`config.mk`:
```
export PLATFORM = sky130hd
export DESIGN_NAME = router_input_unit
export DESIGN_NICKNAME = d
export VERILOG_FILES = /design/src/noc_pkg.sv /design/src/circular_buffer.sv /design/src/input_buffer.sv /design/src/vc_allocator.sv /design/src/switch_arbiter.sv /design/src/router_input_unit.sv
export SDC_FILE = /design/constraint.sdc
export NUM_CORES = 1
export LEC_CHECK = 0
export BUFFER_PORTS_ARGS = -buffer_cell sky130_fd_sc_hd__buf_2
export CAP_MARGIN = 5
export CORE_UTILIZATION = 50
export CTS_CLUSTER_SIZE = 12
export DETAILED_ROUTE_END_ITERATION = 8
export PLACE_DENSITY = 0.69
export REMOVE_ABC_BUFFERS = 1
export SLEW_MARGIN = 20
export SYNTH_ARGS = -nofsm -noshare
export SYNTH_HDL_FRONTEND = slang
export SYNTH_SLANG_ARGS = --single-unit
```
`constraint.sdc`:
```
create_clock -name clk -period 3.7 [get_ports clk]
set_clock_uncertainty 0.05 [all_clocks]
set_input_delay 0.555 -clock clk [delete_from_list [all_inputs] [get_ports clk]]
set_output_delay 0.555 -clock clk [all_outputs]
set_load 0.02 [all_outputs]
```
`src/noc_pkg.sv`:
```
package noc_pkg;

    localparam int VC_NUM = 2;                              // virtual channels on each link.
    localparam int VC_SIZE = 1;                             // bits in a vc number.

    localparam int PORT_NUM = 5;                            // output ports of a mesh router.
    localparam int PORT_SIZE = 3;                           // bits in a port code.

    localparam logic [PORT_SIZE-1:0] LOCAL = 3'd0;          // to the attached core.
    localparam logic [PORT_SIZE-1:0] NORTH = 3'd1;          // towards larger y.
    localparam logic [PORT_SIZE-1:0] SOUTH = 3'd2;          // towards smaller y.
    localparam logic [PORT_SIZE-1:0] EAST = 3'd3;           // towards larger x.
    localparam logic [PORT_SIZE-1:0] WEST = 3'd4;           // towards smaller x.

    localparam int LABEL_SIZE = 2;                          // bits in a flit label.

    localparam logic [LABEL_SIZE-1:0] HEAD = 2'd0;          // first flit, carries the route.
    localparam logic [LABEL_SIZE-1:0] BODY = 2'd1;          // middle flit, carries data.
    localparam logic [LABEL_SIZE-1:0] TAIL = 2'd2;          // last flit, releases the vc.

    localparam int COORD_SIZE = 2;                          // bits per mesh coordinate.
    localparam logic [COORD_SIZE-1:0] ROUTER_X = 2'd1;      // column of this router.
    localparam logic [COORD_SIZE-1:0] ROUTER_Y = 2'd1;      // row of this router.

    localparam int PAYLOAD_SIZE = 16;                       // bits of flit payload.
    localparam int SPARE_SIZE = PAYLOAD_SIZE - 2 * COORD_SIZE; // unused bits of a head.

    localparam int STATE_SIZE = 2;                          // bits of the per-vc state.
    localparam logic [STATE_SIZE-1:0] ST_IDLE = 2'd0;       // waiting for a head flit.
    localparam logic [STATE_SIZE-1:0] ST_VA = 2'd1;         // waiting for a downstream vc.
    localparam logic [STATE_SIZE-1:0] ST_SA = 2'd2;         // competing for the output link.

    // A head flit reads the destination, every other flit reads plain data.
    typedef union packed
    {
        struct packed
        {
            logic [COORD_SIZE-1:0] dest_x;                  // destination column.
            logic [COORD_SIZE-1:0] dest_y;                  // destination row.
            logic [SPARE_SIZE-1:0] spare;                   // free for software use.
        } head;
        logic [PAYLOAD_SIZE-1:0] data;                      // body and tail view.
    } flit_payload_u;

    // Dimension-ordered routing, x is resolved fully before y.
    function automatic logic [PORT_SIZE-1:0] xy_route(
        input logic [COORD_SIZE-1:0] dest_x,
        input logic [COORD_SIZE-1:0] dest_y
    );
        if (dest_x > ROUTER_X)
            return EAST;                                    // still left of the target.
        else if (dest_x < ROUTER_X)
            return WEST;                                    // still right of the target.
        else if (dest_y > ROUTER_Y)
            return NORTH;                                   // right column, target above.
        else if (dest_y < ROUTER_Y)
            return SOUTH;                                   // right column, target below.
        else
            return LOCAL;                                   // the packet has arrived.
    endfunction

endpackage

```
`src/circular_buffer.sv`:
```
`timescale 1ns/1ns

module circular_buffer
    import noc_pkg::*;
#(
    parameter int BUFFER_SIZE = 8,
    parameter int PIPELINE_DEPTH = 5
)(
    input  logic                  clk,
    input  logic                  rst,
    input  logic                  write_i,
    input  logic                  read_i,
    input  logic [LABEL_SIZE-1:0] label_i,
    input  flit_payload_u         payload_i,
    output logic [LABEL_SIZE-1:0] label_o,
    output flit_payload_u         payload_o,
    output logic                  is_full_o,
    output logic                  is_empty_o,
    output logic                  on_off_o
);

    logic [LABEL_SIZE-1:0]             label_mem [BUFFER_SIZE];   // label of each slot.
    flit_payload_u                     payload_mem [BUFFER_SIZE]; // payload of each slot.

    logic [$clog2(BUFFER_SIZE)-1:0]    wr_ptr;                    // next slot to fill.
    logic [$clog2(BUFFER_SIZE)-1:0]    rd_ptr;                    // slot of the front flit.
    logic [$clog2(BUFFER_SIZE+1)-1:0]  count;                     // flits held right now.

    logic                              do_write;                  // accepted write.
    logic                              do_read;                   // accepted read.

    assign is_full_o = (count == BUFFER_SIZE);                    // no slot left.
    assign is_empty_o = (count == 0);                             // nothing to read.

    assign do_write = write_i & ~is_full_o;                       // a write to a full fifo is dropped.
    assign do_read = read_i & ~is_empty_o;                        // a read of an empty fifo is dropped.

    // Upstream needs PIPELINE_DEPTH free slots to absorb the flits already on the link.
    assign on_off_o = (BUFFER_SIZE - int'(count)) >= PIPELINE_DEPTH;

    assign label_o = label_mem[rd_ptr];                           // front flit is always visible.
    assign payload_o = payload_mem[rd_ptr];

    always_ff @(posedge clk)
    begin
        if (do_write)
        begin
            label_mem[wr_ptr] <= label_i;
            payload_mem[wr_ptr] <= payload_i;
        end
    end

    always_ff @(posedge clk, posedge rst)
    begin
        if (rst)
        begin
            wr_ptr <= '0;
            rd_ptr <= '0;
            count <= '0;
        end
        else
        begin
            if (do_write)
            begin
                if (wr_ptr == BUFFER_SIZE - 1)
                    wr_ptr <= '0;                                 // wrap to the first slot.
                else
                    wr_ptr <= wr_ptr + 1'b1;
            end
            if (do_read)
            begin
                if (rd_ptr == BUFFER_SIZE - 1)
                    rd_ptr <= '0;
                else
                    rd_ptr <= rd_ptr + 1'b1;
            end
            case ({do_write, do_read})
                2'b10:   count <= count + 1'b1;                   // only a write.
                2'b01:   count <= count - 1'b1;                   // only a read.
                default: count <= count;                          // both or neither.
            endcase
        end
    end

endmodule

```
`src/input_buffer.sv`:
```
`timescale 1ns/1ns

module input_buffer
    import noc_pkg::*;
#(
    parameter int BUFFER_SIZE = 8,
    parameter int PIPELINE_DEPTH = 5
)(
    input  logic                  clk,
    input  logic                  rst,
    input  logic                  write_i,
    input  logic [LABEL_SIZE-1:0] label_i,
    input  flit_payload_u         payload_i,
    input  logic                  read_i,
    input  logic                  vc_valid_i,
    input  logic [VC_SIZE-1:0]    vc_new_i,
    output logic                  va_req_o,
    output logic                  sa_ready_o,
    output logic                  tail_read_o,
    output logic [PORT_SIZE-1:0]  out_port_o,
    output logic [LABEL_SIZE-1:0] label_o,
    output flit_payload_u         payload_o,
    output logic [VC_SIZE-1:0]    vc_id_o,
    output logic                  on_off_o
);

    logic [STATE_SIZE-1:0] state;                 // current packet phase.
    logic [STATE_SIZE-1:0] state_next;
    logic [PORT_SIZE-1:0]  route_next;            // output port of the next packet.
    logic [VC_SIZE-1:0]    downstream_vc;         // vc granted on the next router.
    logic [VC_SIZE-1:0]    downstream_vc_next;
    logic                  read_cmd;              // read that reaches the fifo.
    logic                  is_full;
    logic                  is_empty;

    circular_buffer #(
        .BUFFER_SIZE    (BUFFER_SIZE),
        .PIPELINE_DEPTH (PIPELINE_DEPTH)
    ) u_circular_buffer (
        .clk        (clk),
        .rst        (rst),
        .write_i    (write_i),
        .read_i     (read_cmd),
        .label_i    (label_i),
        .payload_i  (payload_i),
        .label_o    (label_o),
        .payload_o  (payload_o),
        .is_full_o  (is_full),
        .is_empty_o (is_empty),
        .on_off_o   (on_off_o)
    );

    assign read_cmd = read_i & (state == ST_SA);                      // reads only count in sa.
    assign va_req_o = (state == ST_VA);                               // ask for a downstream vc.
    assign sa_ready_o = (state == ST_SA) & ~is_empty;                 // a flit is waiting to go.
    assign tail_read_o = read_cmd & ~is_empty & (label_o == TAIL);    // packet leaves the buffer.
    assign vc_id_o = downstream_vc;

    always_ff @(posedge clk, posedge rst)
    begin
        if (rst)
        begin
            state <= ST_IDLE;
            out_port_o <= LOCAL;
            downstream_vc <= '0;
        end
        else
        begin
            state <= state_next;
            out_port_o <= route_next;
            downstream_vc <= downstream_vc_next;
        end
    end

    always_comb
    begin
        state_next = state;
        route_next = out_port_o;
        downstream_vc_next = downstream_vc;
        case (state)
            ST_IDLE:
            begin
                // a head that queued up behind the last tail is routed from the front.
                if (!is_empty && label_o == HEAD)
                begin
                    state_next = ST_VA;
                    route_next = xy_route(payload_o.head.dest_x, payload_o.head.dest_y);
                end
                else if (write_i && is_empty && label_i == HEAD)
                begin
                    state_next = ST_VA;                               // route straight from the link.
                    route_next = xy_route(payload_i.head.dest_x, payload_i.head.dest_y);
                end
            end
            ST_VA:
            begin
                if (vc_valid_i)
                begin
                    state_next = ST_SA;
                    downstream_vc_next = vc_new_i;                    // keep it for every flit.
                end
            end
            ST_SA:
            begin
                if (tail_read_o)
                    state_next = ST_IDLE;                             // packet is gone.
            end
            default:
            begin
                state_next = ST_IDLE;
            end
        endcase
    end

endmodule

```
`src/vc_allocator.sv`:
```
`timescale 1ns/1ns

module vc_allocator
    import noc_pkg::*;
(
    input  logic                                clk,
    input  logic                                rst,
    input  logic [VC_NUM-1:0]                   va_req_i,
    input  logic [VC_NUM-1:0][PORT_SIZE-1:0]    req_port_i,
    input  logic [VC_NUM-1:0]                   tail_read_i,
    output logic [VC_NUM-1:0]                   vc_valid_o,
    output logic [VC_NUM-1:0][VC_SIZE-1:0]      vc_new_o
);

    logic [PORT_NUM-1:0][VC_NUM-1:0]  busy;       // downstream vc in use, per output port.
    logic [VC_NUM-1:0][PORT_SIZE-1:0] held_port;  // port held by each input vc.
    logic [VC_NUM-1:0][VC_SIZE-1:0]   held_vc;    // downstream vc held by each input vc.
    logic [PORT_NUM-1:0]              port_taken; // port already granted this cycle.
    logic                             found;      // a free vc was seen on the port.

    // Input vcs are served in index order, so the lowest requester wins a port.
    always_comb
    begin
        vc_valid_o = '0;
        vc_new_o = '0;
        port_taken = '0;
        found = 1'b0;
        for (int i = 0; i < VC_NUM; i++)
        begin
            found = 1'b0;
            if (va_req_i[i] && !port_taken[req_port_i[i]])
            begin
                for (int v = VC_NUM - 1; v >= 0; v--)
                begin
                    if (!busy[req_port_i[i]][v])
                    begin
                        found = 1'b1;                     // the last hit is the lowest free vc.
                        vc_new_o[i] = VC_SIZE'(v);
                    end
                end
                vc_valid_o[i] = found;
                port_taken[req_port_i[i]] = found;        // one grant per port per cycle.
            end
        end
    end

    always_ff @(posedge clk, posedge rst)
    begin
        if (rst)
        begin
            busy <= '0;
            held_port <= '0;
            held_vc <= '0;
        end
        else
        begin
            for (int i = 0; i < VC_NUM; i++)
            begin
                if (tail_read_i[i])
                    busy[held_port[i]][held_vc[i]] <= 1'b0;   // tail left, vc is free again.
            end
            for (int i = 0; i < VC_NUM; i++)
            begin
                if (vc_valid_o[i])
                begin
                    busy[req_port_i[i]][vc_new_o[i]] <= 1'b1;
                    held_port[i] <= req_port_i[i];            // remembered for the release.
                    held_vc[i] <= vc_new_o[i];
                end
            end
        end
    end

endmodule

```
`src/switch_arbiter.sv`:
```
`timescale 1ns/1ns

module switch_arbiter
    import noc_pkg::*;
(
    input  logic              clk,
    input  logic              rst,
    input  logic [VC_NUM-1:0] ready_i,
    output logic [VC_NUM-1:0] read_o
);

    logic [VC_SIZE-1:0] last_q;     // vc that won most recently.
    logic [VC_SIZE-1:0] cand;       // vc looked at in the search.
    logic [VC_SIZE-1:0] winner;     // vc granted this cycle.
    logic               granted;    // some vc was ready.

    // The search starts just after the last winner and wraps round once.
    always_comb
    begin
        read_o = '0;
        granted = 1'b0;
        winner = last_q;
        cand = last_q;
        for (int k = 1; k <= VC_NUM; k++)
        begin
            cand = VC_SIZE'((int'(last_q) + k) % VC_NUM);
            if (!granted && ready_i[cand])
            begin
                granted = 1'b1;     // first ready vc in rotation order.
                winner = cand;
            end
        end
        read_o[winner] = granted;   // one-hot, or all zero when nobody is ready.
    end

    always_ff @(posedge clk, posedge rst)
    begin
        if (rst)
        begin
            last_q <= VC_SIZE'(VC_NUM - 1); // so vc 0 is first after reset.
        end
        else if (granted)
        begin
            last_q <= winner;
        end
    end

endmodule

```
`src/router_input_unit.sv`:
```
`timescale 1ns/1ns

module router_input_unit
    import noc_pkg::*;
#(
    parameter int BUFFER_SIZE = 8,
    parameter int PIPELINE_DEPTH = 5
)(
    input  logic                  clk,
    input  logic                  rst,
    input  logic                  flit_valid_i,
    input  logic [LABEL_SIZE-1:0] flit_label_i,
    input  logic [VC_SIZE-1:0]    flit_vc_i,
    input  flit_payload_u         flit_payload_i,
    output logic [VC_NUM-1:0]     on_off_o,
    output logic                  out_valid_o,
    output logic [LABEL_SIZE-1:0] out_label_o,
    output logic [VC_SIZE-1:0]    out_vc_o,
    output logic [PORT_SIZE-1:0]  out_port_o,
    output flit_payload_u         out_payload_o
);

    logic [VC_NUM-1:0]                 write_vc;     // write strobe per input vc.
    logic [VC_NUM-1:0]                 va_req;
    logic [VC_NUM-1:0]                 sa_ready;
    logic [VC_NUM-1:0]                 tail_read;
    logic [VC_NUM-1:0]                 vc_valid;
    logic [VC_NUM-1:0]                 read;         // one-hot read from the arbiter.
    logic [VC_NUM-1:0][VC_SIZE-1:0]    vc_new;
    logic [VC_NUM-1:0][PORT_SIZE-1:0]  req_port;
    logic [VC_NUM-1:0][LABEL_SIZE-1:0] buf_label;
    logic [VC_NUM-1:0][VC_SIZE-1:0]    buf_vc_id;
    flit_payload_u                     buf_payload [VC_NUM];
    logic [VC_SIZE-1:0]                sel;          // buffer chosen for the link.

    for (genvar v = 0; v < VC_NUM; v++)
    begin : gen_vc
        assign write_vc[v] = flit_valid_i & (flit_vc_i == VC_SIZE'(v)); // route the write by vc.

        input_buffer #(
            .BUFFER_SIZE    (BUFFER_SIZE),
            .PIPELINE_DEPTH (PIPELINE_DEPTH)
        ) u_input_buffer (
            .clk         (clk),
            .rst         (rst),
            .write_i     (write_vc[v]),
            .label_i     (flit_label_i),
            .payload_i   (flit_payload_i),
            .read_i      (read[v]),
            .vc_valid_i  (vc_valid[v]),
            .vc_new_i    (vc_new[v]),
            .va_req_o    (va_req[v]),
            .sa_ready_o  (sa_ready[v]),
            .tail_read_o (tail_read[v]),
            .out_port_o  (req_port[v]),
            .label_o     (buf_label[v]),
            .payload_o   (buf_payload[v]),
            .vc_id_o     (buf_vc_id[v]),
            .on_off_o    (on_off_o[v])
        );
    end

    vc_allocator u_vc_allocator (
        .clk         (clk),
        .rst         (rst),
        .va_req_i    (va_req),
        .req_port_i  (req_port),
        .tail_read_i (tail_read),
        .vc_valid_o  (vc_valid),
        .vc_new_o    (vc_new)
    );

    switch_arbiter u_switch_arbiter (
        .clk     (clk),
        .rst     (rst),
        .ready_i (sa_ready),
        .read_o  (read)
    );

    always_comb
    begin
        sel = '0;
        for (int v = 0; v < VC_NUM; v++)
        begin
            if (read[v])
                sel = VC_SIZE'(v);        // read is one-hot, so one index matches.
        end
    end

    always_ff @(posedge clk, posedge rst)
    begin
        if (rst)
            out_valid_o <= 1'b0;
        else
            out_valid_o <= |read;         // one flit per read cycle.
    end

    // The flit fields are loaded from the buffer that was read.
    always_ff @(posedge clk)
    begin
        if (|read)
        begin
            out_label_o <= buf_label[sel];
            out_vc_o <= buf_vc_id[sel];
            out_port_o <= req_port[sel];
            out_payload_o <= buf_payload[sel];
        end
    end

endmodule

```
# Yosys cells after proc, flatten, opt, wreduce, memory -nomap -nowiden
# Memories as Yosys holds them, arrays and structs flattened.
# Cells that the tools add are included.
# word_totals
output_inout_bits	25
inputBits	22
register_bits	74
ram_bits	288
mem_count	5
rom_bits	8
# memory_table
name	depth	word_bits	rd	rd_clocked_by_memory_dff	wr	line	text
gen_vc[0].u_input_buffer.u_circular_buffer.payload_mem	8	16	1	0	1	circular_buffer.sv:23	flit_payload_u payload_mem [BUFFER_SIZE];
gen_vc[1].u_input_buffer.u_circular_buffer.payload_mem	8	16	1	0	1	circular_buffer.sv:23	
gen_vc[0].u_input_buffer.u_circular_buffer.label_mem	8	2	1	0	1	circular_buffer.sv:22	logic [LABEL_SIZE-1:0] label_mem [BUFFER_SIZE];
gen_vc[1].u_input_buffer.u_circular_buffer.label_mem	8	2	1	0	1	circular_buffer.sv:22	
(no name shown)	8	1	1	0	0	vc_allocator.sv:31	if (va_req_i[i] && !port_taken[req_port_i[i]])
# classes
mux	97
bitwise_logic	26
eq_ne	22
n_lt_le_gt_ge	36
reduce_logical	41
n_addsub	12
# ops
cell	n
3-bit 2-to-1 mux	19
16-bit 2-to-1 mux	3
10-bit 2-to-1 mux	4
2-bit 2-to-1 mux	19
1-bit 2-to-1 mux	34
2-bit demux with 3-bit select	4
10-bit bitwise AND	2
10-bit inverter	2
10-bit bitwise OR	2
1-bit logical AND	18
1-bit by 2-bit < comparator with 1-bit output, second input constant	8
3-bit by 4-bit < comparator with 1-bit output, second input constant	4
4-bit case mux with 2 select lines	2
3-bit by 1-bit adder with 3-bit output, second input constant	4
1-bit bitwise AND	12
2-bit binary-select mux with 3-bit select	2
2-bit == test, second input constant	6
3-bit == test, second input constant	4
3-bit by 1-bit greater-or-equal comparator with 1-bit output, second input constant	4
2-bit by 1-bit > comparator with 1-bit output, second input constant	6
2-bit by 1-bit < comparator with 1-bit output, second input constant	6
2-bit case mux with 3 select lines	2
5-bit by 4-bit greater-or-equal comparator with 1-bit output, second input constant	2
2-bit zero test	5
24 further kinds	60

# Depth between registers and ports, before layout
# Gate-level depths: netlist of the first run.
# depth
word_depth	24
mapped_depth	13

# Modules after synthesis
# A second synthesis of the first run with hierarchy kept.
# hier_totals
cells_unflattened	846
hier_area_um2	15640.0
# by_module_without_submodules
module	seq_area_each_um2	area_each_um2	n_inst	cells_per_inst
circular_buffer	4574.4	6278.5	2	286
vc_allocator	450.4	1340.0	1	148
router_input_unit	685.7	978.4	1	51
input_buffer	150.1	352.8	2	34
switch_arbiter	26.3	58.8	1	7

# Worst setup path before layout of the first run
# Ideal clock, no wire load.
# synth_path
path_kind	register to register
startpoint	reg gen_vc[0].u_input_buffer.u_circular_buffer.count[0]
endpoint	reg gen_vc[1].u_input_buffer.u_circular_buffer.count[3]
setup_ns	0.125
path_buffers	2
synth_period_minus_slack_ns	3.480
t_required_ns	3.525
path_stages_with_launch	14
setup_slack_ns	0.220
arrival_ns	3.305
path_cell_list	dfrtp_1 > inv_1 > ha_1 > or3b_1 > a311oi_1 > clkbuf_1 > clkbuf_1 > ha_1 > ha_1 > a21o_1 > a21oi_1 > xnor2_1 > nor2_1 > xor2_1
# synth_between
elab_chain_len	18
# synth_lines
item	line	text
start, declared	circular_buffer.sv:27	logic [$clog2(BUFFER_SIZE+1)-1:0] count;
start signal, assigned	circular_buffer.sv:78	2'b10: count <= count + 1'b1;
start signal, assigned	circular_buffer.sv:79	2'b01: count <= count - 1'b1;
start signal, assigned	circular_buffer.sv:80	default: count <= count;
4-bit zero test *	circular_buffer.sv:33	assign is_empty_o = (count == 0);
1-bit inverter *	input_buffer.sv:55	assign sa_ready_o = (state == ST_SA) & ~is_empty;
1-bit bitwise AND *	input_buffer.sv:55	
1-bit 2-to-1 mux (not written as such) (2 in a row)	switch_arbiter.sv:27	if (!granted && ready_i[cand])
1-bit 2-to-1 mux	switch_arbiter.sv:27	
1-bit zero test	switch_arbiter.sv:27	
1-bit logical AND	switch_arbiter.sv:27	
1-bit 2-to-1 mux	switch_arbiter.sv:27	
[2 not listed]	--	
1-bit 2-to-1 mux (not written as such)	switch_arbiter.sv:33	read_o[winner] = granted;
1-bit demux with 1-bit select	--	
2-bit bitwise AND (no source line) *	--	
1-bit bitwise AND *	input_buffer.sv:53	assign read_cmd = read_i & (state == ST_SA);
1-bit bitwise AND *	circular_buffer.sv:36	assign do_read = read_i & ~is_empty_o;
named net gen_vc[1].u_input_buffer.u_circular_buffer.do_read	circular_buffer.sv:30	logic do_read;
2-bit by 1-bit == test with 1-bit output or 2-bit == test (tied branches)	circular_buffer.sv:77	case ({do_write, do_read})
4-bit case mux with 2 select lines or 2-bit nonzero test (tied branches)	--	
end signal, assigned	circular_buffer.sv:78	
end signal, assigned	circular_buffer.sv:79	
end signal, assigned	circular_buffer.sv:80	
end, declared	circular_buffer.sv:27	
# Mark *: on every way through the listed nets, which the timed path passes. The rest lies on a longest branch. The select of a mux whose other input is x is not followed.
# A chain may end at the register's enable or synchronous reset.

# Worst setup path after layout of the first run
# layout_path
startpoint	reg gen_vc[0].u_input_buffer.u_circular_buffer.count[0]
endpoint	reg gen_vc[1].u_input_buffer.u_circular_buffer.count[3]
# layout_between
elab_chain_len	18
# layout_lines
item	line
4-bit zero test *	circular_buffer.sv:33
1-bit inverter *	input_buffer.sv:55
1-bit bitwise AND *	input_buffer.sv:55
1-bit 2-to-1 mux (not written as such) (2 in a row)	switch_arbiter.sv:27
1-bit 2-to-1 mux	switch_arbiter.sv:27
1-bit zero test	switch_arbiter.sv:27
1-bit logical AND	switch_arbiter.sv:27
1-bit 2-to-1 mux	switch_arbiter.sv:27
1-bit by 2-bit < comparator with 1-bit output (not written as such) or 1-bit greater-or-equal comparator (tied branches)	switch_arbiter.sv:33
1-bit logical AND (not written as such)	switch_arbiter.sv:33
1-bit 2-to-1 mux (not written as such)	switch_arbiter.sv:33
1-bit demux with 1-bit select	--
2-bit bitwise AND (no source line) *	--
1-bit bitwise AND *	input_buffer.sv:53
1-bit bitwise AND *	circular_buffer.sv:36
2-bit by 1-bit == test with 1-bit output or 2-bit == test (tied branches)	circular_buffer.sv:77
4-bit case mux with 2 select lines or 2-bit nonzero test (tied branches)	--
# Every way passes the cells marked *; elsewhere a longest branch is shown, timed or not. The select of a mux whose other input is x is not followed.

==> summary.md, run 1 <==
| Metric | Value |
|---|---|
| Die ar. | just over 0.03 mm² |
| First-pass GRT wire length | 50.72 mm |
| Synth unique cells | 62 |
| Vias in the first global route | 8467 |
| Post-layout min period | 2955 ps |
| CP peak stage delay | 480 ps |
| PortBufs | 46 |
| H-tree Lvls | 2 |
| CTS Root Cell | clkbuf_16 |
| Cell mode on critical path | ha_1 |
| Clock sink count | 361 |
| CTS tree | done |
| Avg Cell Area, Syn | 17.36 µm² |
| Simple-Gate Fraction of Synth Area | 0.06520 |
| Placed insts | about 1300 |
| Fill cells | between 2000 and 2500 |
| Max_slew headroom | 0.4758 |
| Clock Latency Late Sink | 530 ps |
| Mapped Area | 0.01497 mm² |
| Critical path's slowest cell | or3b_1 |
| Die Width | 175.0 µm |
| Synthesized flop and latch total | 361 |
| CTS-repair resized insts | 0 |
| Setup CP Type | flop to flop |
| Worst slew pin tran | 785.2 ps |
| Post-synthesis mux area share | 0.1353 |
| CTS Buf Count | 39 |
| Fmax | 338.4 MHz |
| DR vias | 8137 |
| Final setup viols | 0 |
| Post-CTS Setup Inserts | 0 |
| Share of layout cells above drive strength 1 | 0.2508 |
| DRC | 0 |
| CP Data Arrival Time | 3300 ps |
| Place WS | roughly 750 ps |
| Maximum vdd drop | 457.7 µV |
| Power per cell area | about 800 mW/mm² |
| Status | finished clean |
| Initial Util | 0.5145 |
| Startpoint type of the worst setup path | flop |
| Slew Viols, Final | 0 |
| Drt first-iter violations | 844 |
| Fin. Hold Viols | 0 |
| P_sw | between 4 and 5 mW |
| CORE AREA | 0.02909 mm² |
| Std cell rows | between 60 and 70 |
| Maximum number of pins on one net before global-route repair | 35 |
| P_leak | 5.890 nW |
| Die height | 175.0 µm |
| Hold buffer count at CTS | 0 |
| Vias/cell | ~6 |
| Final worst path period share | 0.7986 |
| Drt pass-1 iters | 5 |
| Critical path endpoint category | flop |
| Most frequent cells after synthesis | edfxtp_1 (310), mux4_2 (71), nand2_1 (59), dfrtp_1 (50), nor2_1 (31) |
| Post-synth EDFFs | 310 |
| Routed WL per cell | 24.22 µm |
| Critical path fanouts, max | 7 |
| Required time worst endpoint | 4050 ps |
| Reg power frac | 0.415 |
| Largest cells by area after synthesis | edfxtp_1 (62%), mux4_2 (11%), dfrtp_1 (8.4%), ha_1 (1.5%), nand2_1 (1.5%) |
| Post-synth top area share | 0.6219 |
| Asr flop ratio synth | 0.1413 |
| Final GP Congestion | between 0.9 and 1 |
| Count leader, synth | edfxtp_1 |
| I/O pins | 47 |
| Worst path cell trace | inv_1 -> ha_1 -> or3b_1 -> a311oi_4 -> ha_1 -> ha_1 -> a21o_1 -> a21oi_1 -> xnor2_1 -> nor2_1 -> xor2_1 |
| Clock buffer depth | 3 |
| Total number of yosys warnings | 0 |
| Hold WC Path Type | input pin to async pin |
| Logic pwr share | 0.322 |
| Aggregate global routing overflow | 0 |
| Cells after Synth | ~860 |
| Switching power share of the total | 0.3347 |
| GRT Resource Usage Total | 0.2235 |
| Final cell count without fillers | around 1400 |
| P_int | 9.395 mW |
| Clk pwr share | 0.264 |
| Post-Synth XOR/XNOR Area | 0.007022 |
| Initial antenna violation count | 1 |
| Fraction of the mapped netlist area in adder cells | 0.01772 |
| Area growth syn-to-layout | 14.48% |
| Synth Area in Compound Gates | 0.05074 |
| Clock Pin Slew Worst Setup and Hold Paths | 60 ps |
| Top FF cell, synth | edfxtp_1 |
| Final worst slack | 745.3 ps |
| Final WL | between 30 and 40 mm |
| Largest family of logic cells by synthesized area | multiplexers |
| RSZ-0062 raised after global routing | false |
| Final #Nets | ~1000 |
| ANT nets after route | 0 |
| MaxCap Viol Count | 0 |
| Yosys top cell by area | edfxtp_1 |
| DP HPWL | 20.21 mm |
| Post-synthesis sequential area ratio | 0.7073 |
[flip-flops by register name (all words and copies together) (netlist names), 8 cells and up]
signal                                               cells
gen_vc.u_input_buffer.u_circular_buffer.count            8
gen_vc.u_input_buffer.u_circular_buffer.label_mem       32
gen_vc.u_input_buffer.u_circular_buffer.payload_mem    256
out_payload_o                                           16
u_vc_allocator.busy                                     10
[critical path, delay by kind of cell, from the launching register on]
family                   cells  cell delay (ps)
buffers and inverters        1              140
AO/OA/AOI/OAI                3              650
flip-flops                   1              450
AND/OR/NAND/NOR              2              540
XOR/XNOR                     2              280
adder cells (fa/ha/maj)      3              710
[placed cells by master (no fill, tap or decap), types with 7 or more instances in the layout]
master	synthesis	routed
xor2_1	8	8
mux4_2	71	71
buf_2	2	46
nor2_1	31	25
nand2_1	59	59
nand4_1	7	7
mux2_2	13	13
o221ai_1	11	11
edfxtp_1	310	310
o21ai_0	8	8
o21ai_1	9	9
nand2b_1	10	10
nor3_2	0	8
mux2i_1	13	13
clkbuf_1	24	16
nand3b_1	9	9
buf_4	2	38
inv_1	23	22
nor3_1	16	8
dfrtp_1	50	47
ha_1	18	18
a31oi_1	12	12
nand3_1	11	11
nor2b_1	19	19
a21oi_1	11	11
a211oi_1	13	13
clkbuf_16	0	39
o211ai_1	11	11
mux2_1	10	10
[kinds of logic after synthesis]
logic type,Yosys count
compound gates,107
flops,361
xor+xnor,12
mux,109
fa+ha+maj,20
simple gates,191
buf+inv,62
[area by class of cell]
cell class	instances	area, µm²	share of cell area
antenna	1	2.502	0.0001460
clock buffer	56	1050	0.06126
clock inverter	13	173.9	0.01015
inverter	23	86.33	0.005038
multi-input combinational	439	4217	0.2461
sequential	361	10590	0.6180
tap	384	480.5	0.02804
timing repair buffer	85	535.5	0.03125
[power by group through the flow]
stage | Combinational [mW] | Sequential (mW) | Clock (mW)
after global placement | 4.48 | 5.93 | 0
after CTS | 4.58 | 5.86 | 3.78
final | 4.54 | 5.86 | 3.72
after detailed placement | 4.55 | 5.93 | 0
after global routing | 4.94 | 5.95 | 3.94
after floorplan | 2.77 | 6.13 | 0
[path summary, 6_finish.rpt]
path / startpoint / endpoint / slack, ps / cells past startpoint
max in group asynchronous: rst / u_vc_allocator.held_vc[0] / 2680 / 3
worst min register to register: u_switch_arbiter.last_q / u_switch_arbiter.last_q / 480 / 2
worst min-delay path: rst / async pin / 140 / 2
min in group clk: flit_payload_i[3] / flop / 350 / 1
worst max-delay path: flop / flop / 750 / 11
worst max register to register: flop / flop / 750 / 11
[stage by stage]
stage | total power [mW] | utilization | hold slack [ps] | setup TNS, ps | instance area (µm²)
after global placement | 10.41 | 0.5469 | 450.5 | 0 | 15910
final | 14.12 | 0.5890 | 137.9 | 0 | 17140
after global routing | 14.84 | 0.5890 | 183.3 | 0 | 17140
after detailed placement | 10.49 | 0.5469 | 463.5 | 0 | 15910
after CTS | 14.22 | 0.5889 | 136.3 | 0 | 17130
after floorplan | 8.904 | - | 420.2 | -55730 | 14800
[per-layer routing]
metal / global-route usage / wire length, µm / up-vias
li1: - / - / 3627
met2: 0.3702 / 16550 / 266
met4: 0.07681 / 875 / 0
met1: 0.3092 / 13920 / 4178
met3: 0.02698 / 1633 / 66
met5: 0 / 0 / -
Power figures use the tool's default switching activity.
==> run 2, diff against run 1 <==
clock period = 2.5 ns   (was 3.7 ns; I/O delays follow)
==> summary.md, run 2 (synthesis results as in run 1) <==
| Metric | Value |
|---|---|
| Clock Pin Slew Worst Setup and Hold Paths | 60 ps (about the same) |
| Maximum number of pins on one net before global-route repair | 43 (was 35) |
| Final worst slack | -12.21 ps (was 745.3 ps) |
| Post-Route Utilization | 0.6115 (was 0.5890) |
| CP Data Arrival Time | 2860 ps (was 3300 ps) |
| Maximum vdd drop | 727.9 µV (was 457.7 µV) |
| Clock Latency Late Sink | 520 ps (was 530 ps) |
| DP HPWL | 21.64 mm (was 20.21 mm) |
| P_leak | 6.201 nW (was 5.890 nW) |
| Power per cell area | 1214 mW/mm² (was 824.1 mW/mm²) |
| Fmax | 398.1 MHz (was 338.4 MHz) |
| RSZ-0062 raised after global routing | true (was false) |
| Worst path cell trace | inv_2 -> ha_4 -> or3b_4 -> buf_6 -> o311a_4 -> ha_4 -> ha_1 -> a21o_1 -> a21oi_2 -> xnor2_1 -> nor2_1 -> xor2_1 (was inv_1 -> ha_1 -> or3b_1 -> a311oi_4 -> ha_1 -> ha_1 -> a21o_1 -> a21oi_1 -> xnor2_1 -> nor2_1 -> xor2_1) |
| MaxCap Viol Count | 0 (unchanged) |
| I/O pins | 47 (unchanged) |
| Ant. Diodes | 0 (was 1) |
| Most common cell after layout, fill and taps aside | edfxtp_1 (unchanged) |
| Initial Util | 0.5145 (unchanged) |
| DRC | 0 (unchanged) |
| Setup CP Type | flop to flop (unchanged) |
| Slew Viols, Final | 0 (unchanged) |
| Final WL | 33.85 mm (was 32.98 mm) |
| Clock sink count | 361 (unchanged) |
| Total power | 21.59 mW (was 14.12 mW) |
| Final #Nets | 1056 (was 991) |
| Failing checks | setup timing |
| Initial antenna violation count | 1 (unchanged) |
| CTS Root Cell | clkbuf_16 (unchanged) |
| GRT Resource Usage Total | 0.2299 (was 0.2235) |
| Final setup TNS | -22.20 ps (was 0 ps) |
| Die height | 175.0 µm (unchanged) |
| CORE AREA | 0.02909 mm² (unchanged) |
| Area growth syn-to-layout | 18.85% (was 14.48%) |
| ANT nets after route | 0 (unchanged) |
| Drt pass-1 iters | 5 (unchanged) |
| Final worst path period share | 1.005 (was 0.7986) |
| P_sw | 7.204 mW (was 4.727 mW) |
| Aggregate global routing overflow | 0 (unchanged) |
| DR vias | 8454 (was 8137) |
| Clk pwr share | 0.241 (was 0.264) |
| Status | complete, but fails checks (was finished clean) |
| Logic pwr share | 0.367 (was 0.322) |
| PortBufs | 46 (unchanged) |
| Reg power frac | 0.392 (was 0.415) |
| Vias/cell | 5.928 (was 5.974) |
| Startpoint type of the worst setup path | flop (unchanged) |
| Required time worst endpoint | 2850 ps (was 4050 ps) |
| Clock buffer depth | 3 (unchanged) |
| Critical path endpoint category | flop (unchanged) |
| P_int | 14.39 mW (was 9.395 mW) |
| Fill cells | 2132 (was 2171) |
| Worst slew pin tran | 624.8 ps (was 785.2 ps) |
| Final setup viols | 2 (was 0) |
| Biggest regs | gen_vc.u_input_buffer.u_circular_buffer.payload_mem: 256 flops, gen_vc.u_input_buffer.u_circular_buffer.label_mem: 32 flops, out_payload_o: 16 flops (unchanged) |
| Std cell rows | 62 (unchanged) |
| Critical path fanouts, max | 4 (was 7) |
| Place WS | -187.3 ps (was 747.2 ps) |
| Critical path's slowest cell | or3b_4 (was or3b_1) |
| Cell mode on critical path | ha_4 (was ha_1) |
| First-pass GRT wire length | 52.01 mm (was 50.72 mm) |
| Post-layout min period | 2512 ps (was 2955 ps) |
| WHS | 173.6 ps (was 137.9 ps) |
| Share of layout cells above drive strength 1 | 0.3119 (was 0.2508) |
| Drt first-iter violations | 914 (was 844) |
| Switching power share of the total | 0.3336 (was 0.3347) |
| CTS Buf Count | 39 (unchanged) |
| Hold WC Path Type | input pin to flop (was input pin to async pin) |
| Max reg flops | 256 (unchanged) |
| Largest Register | gen_vc.u_input_buffer.u_circular_buffer.payload_mem (unchanged) |
| Die Width | 175.0 µm (unchanged) |
| Fin. Hold Viols | 0 (unchanged) |
| CTS tree | done (unchanged) |
| Die ar. | 0.03063 mm² (unchanged) |
| Max_slew headroom | 0.5830 (was 0.4758) |
| CP peak stage delay | 400 ps (was 480 ps) |
| Vias in the first global route | 8754 (was 8467) |
| Final GP Congestion | 0.8642 (was 0.9151) |
| Routed WL per cell | 23.74 µm (was 24.22 µm) |
| H-tree Lvls | 2 (unchanged) |
| Most frequent cells in the layout | edfxtp_1 (310), buf_4 (92), mux4_2 (71), nand2_1 (59), dfrtp_1 (47) (was edfxtp_1 (310), mux4_2 (71), nand2_1 (59), dfrtp_1 (47), buf_2 (46)) |
==> run 2: path summary, 6_finish.rpt <==
kind                                                   from                          endpoint  slack, ps  depth (start not counted)
max reg2reg                                            flop                              flop        -10                         12
min                                       flit_payload_i[6]                              flop        170                          1
min in group asynchronous                               rst                         async pin        290                          3
max                                                    flop                              flop        -10                         12
min reg2reg                gen_vc[1].u_input_buffer.vc_id_o  gen_vc[1].u_input_buffer.vc_id_o        470                          2
max in group asynchronous                               rst           u_switch_arbiter.last_q       1540                          4
==> run 2: repair_timing <==
action	CTS	global route
hold endpoints to repair	9	0
endpoints found under the setup margin	4	17
hold buffers	1	0
resized for setup	15	10
setup buffers	6	2
pin swaps	11	12
==> run 2: power by group through the flow <==
stage | Clock [mW] | Sequential (mW) | Combinational, mW
floorplan | 0 | 9.08 | 4.10
global placement | 0 | 8.53 | 7.46
detailed placement | 0 | 8.55 | 7.55
CTS | 5.29 | 8.45 | 7.82
global route | 5.53 | 8.57 | 8.60
finish | 5.21 | 8.46 | 7.92
==> run 2: layout make-up <==
type	count	area [µm²]	area share
flip-flops and latches	361	10590	0.5953
multi-input cells	439	4348	0.2444
repair buffers	150	1134	0.06372
clock buffers	57	1044	0.05866
well taps	384	480.5	0.02701
clock inverters	12	107.6	0.006049
inverters	23	86.33	0.004853
==> run 2: worst max-delay path, delay by kind of cell, from the launching register on <==
family	cells	cell delay, ps
simple gates	2	460
compound gates	3	440
fa+ha+maj	3	560
flops	1	380
buf+inv	2	220
xor+xnor	2	270
==> run 2: through the flow <==
step                cells  cell area, µm²
global placement     1348           16430
CTS                  1424           17710
global route         1426           17790
detailed placement   1348           16430
finish               1426           17790
floorplan             823           14800
==> run 2: per-layer routing <==
layer | wire, µm | vias up | global-route usage
li1 | - | 3763 | -
met1 | 14100 | 4351 | 0.3067
met2 | 16990 | 271 | 0.3891
met3 | 1859 | 67 | 0.03699
met4 | 889 | 2 | 0.07174
met5 | 9 | - | 0
==> run 3, diff against run 2 <==
CORE_UTILIZATION = 55   (was 50)
PLACE_DENSITY = 0.75   (was 0.69)
==> summary.md, run 3 (synthesis results as in run 1) <==
| Metric | Value |
|---|---|
| Area growth syn-to-layout | 17.66% (was 18.85%) |
| CP Data Arrival Time | 2860 ps (about the same) |
| Routed WL per cell | 24.74 µm (was 23.74 µm) |
| Min-Delay Startpoint | flit_payload_i[10] (was flit_payload_i[6]) |
| Clock Latency Late Sink | 530 ps (was 520 ps) |
| Die Width | 167.0 µm (was 175.0 µm) |
| CORE AREA | 0.02680 mm² (was 0.02909 mm²) |
| Final worst path period share | 0.9956 (was 1.005) |
| Required time worst endpoint | 2870 ps (was 2850 ps) |
| ANT nets after route | 0 (unchanged) |
| Hold WC Path Type | input pin to flop (unchanged) |
| Final setup TNS | 0 ps (was -22.20 ps) |
| Initial Util | 0.5585 (was 0.5145) |
| Max reg flops | 256 (unchanged) |
| Place WS | -293.0 ps (was -187.3 ps) |
| Critical path endpoint category | flop (unchanged) |
| DRC | 0 (unchanged) |
| Maximum vdd drop | 984.0 µV (was 727.9 µV) |
| Final GP Congestion | 0.8998 (was 0.8642) |
| Final worst slack | 11.08 ps (was -12.21 ps) |
| Clock sink count | 361 (unchanged) |
| Final WL | 33.75 mm (was 33.85 mm) |
| Die height | 167.0 µm (was 175.0 µm) |
| Clock buffer depth | 3 (unchanged) |
| DP HPWL | 20.74 mm (was 21.64 mm) |
| Largest Register | gen_vc.u_input_buffer.u_circular_buffer.payload_mem (unchanged) |
| Final #Nets | 1043 (was 1056) |
| Setup CP Type | flop to flop (unchanged) |
| Share of layout cells above drive strength 1 | 0.3043 (was 0.3119) |
| RSZ-0062 raised after global routing | true (unchanged) |
| P_leak | 6.138 nW (was 6.201 nW) |
| H-tree Lvls | 2 (unchanged) |
| MaxCap Viol Count | 0 (unchanged) |
| Final Cell Area | 0.01761 mm² (was 0.01779 mm²) |
| I/O pins | 47 (unchanged) |
| Post-layout min period | 2489 ps (was 2512 ps) |
| Aggregate global routing overflow | 0 (unchanged) |
| Die ar. | 0.02788 mm² (was 0.03063 mm²) |
| CTS tree | done (unchanged) |
| Most common cell after layout, fill and taps aside | edfxtp_1 (unchanged) |
| Fmax | 401.8 MHz (was 398.1 MHz) |
| CTS Root Cell | clkbuf_16 (unchanged) |
| Slew Viols, Final | 0 (unchanged) |
| Max_slew headroom | 0.5680 (was 0.5830) |
| Startpoint type of the worst setup path | flop (unchanged) |
| PortBufs | 46 (unchanged) |
| Worst slew pin tran | 647.3 ps (was 624.8 ps) |
| Status | finished clean (was complete, but fails checks) |
| Initial antenna violation count | 1 (unchanged) |
| Biggest regs | gen_vc.u_input_buffer.u_circular_buffer.payload_mem: 256 flops, gen_vc.u_input_buffer.u_circular_buffer.label_mem: 32 flops, out_payload_o: 16 flops (unchanged) |
| Final setup viols | 0 (was 2) |
| Std cell rows | 60 (was 62) |
| DR vias | 8574 (was 8454) |
| CTS Buf Count | 38 (was 39) |
| Fill cells | 1724 (was 2132) |
| Most frequent cells in the layout | edfxtp_1 (310), buf_4 (76), mux4_2 (71), nand2_1 (59) (was edfxtp_1 (310), buf_4 (92), mux4_2 (71), nand2_1 (59), dfrtp_1 (47)) |
| Post-Route Utilization | 0.6571 (was 0.6115) |
| First-pass GRT wire length | 51.72 mm (was 52.01 mm) |
| Fin. Hold Viols | 0 (unchanged) |
| GRT Resource Usage Total | 0.2497 (was 0.2299) |
| Power per cell area | 1219 mW/mm² (was 1214 mW/mm²) |
| Vias/cell | 6.286 (was 5.928) |
| Drt first-iter violations | 697 (was 914) |
| Maximum number of pins on one net before global-route repair | 42 (was 43) |
| Critical path fanouts, max | 7 (was 4) |
| Post-placement cell area | 0.01630 mm² (was 0.01643 mm²) |
| Drt pass-1 iters | 5 (unchanged) |
| Clock Pin Slew Worst Setup and Hold Paths | 60 ps (about the same) |
| Vias in the first global route | 8901 (was 8754) |
-- run 3: per-stage QoR --
step	hold slack [ps]	power, mW	instances
floorplan	420.2	13.18	823
global placement	287.7	15.79	1293
detailed placement	284.4	15.95	1293
CTS	146.5	21.44	1361
global route	160.1	22.51	1363
finish	165.3	21.46	1364
-- run 3: per-layer routing --
metal,GRT usage,vias to the layer above,wire length (µm)
li1,-,3720,-
met1,0.3190,4395,12950
met2,0.4321,363,17380
met3,0.03874,96,2215
met4,0.09702,0,1211
met5,0,-,0
-- run 3: power by group --
part           internal, mW  total, mW  switching (mW)
Combinational          3.59       7.77            4.18
Clock                  3.01       5.23            2.22
Sequential             7.71       8.47           0.764
Total                  14.3       21.5            7.16
-- run 3: layout make-up --
class	count	area, µm²	share of cell area
Clock buffer	46	980.9	0.05570
Clock inverter	15	160.2	0.009094
Tap cell	341	426.7	0.02423
Timing Repair Buffer	138	1067	0.06060
Multi-Input combinational cell	439	4297	0.2440
Inverter	23	86.33	0.004902
Sequential cell	361	10590	0.6014
Antenna cell	1	2.502	0.0001421
-- run 3: path summary, 6_finish.rpt --
path                                                           to  slack [ps]  depth (start not counted)
setup / recovery           gen_vc[0].u_input_buffer.out_port_o[1]          10                          5
hold / removal                                               flop         170                          1
setup reg to reg           gen_vc[0].u_input_buffer.out_port_o[1]          10                          5
hold reg to reg                  gen_vc[1].u_input_buffer.vc_id_o         470                          2
max in group asynchronous                 u_switch_arbiter.last_q        1560                          4
min in group asynchronous                               async pin         280                          3
-- run 3: timing repair --
| item | CTS | global route |
|---|---|---|
| hold endpoints to repair | 10 | 0 |
| pin swaps | 13 | 1 |
| hold buffers | 1 | 0 |
| gates cloned | 0 | 0 |
| setup endpoints to repair | 10 | 9 |
| gates resized for setup | 14 | 9 |
| buffers inserted | 6 | 2 |
-- run 3: critical path, cell delays in order (launching register included) --
cell and delay (ps):
dfrtp_2 460, mux4_2 510, mux2_4 290, or3b_4 390
a211o_1 340, a222oi_1 340
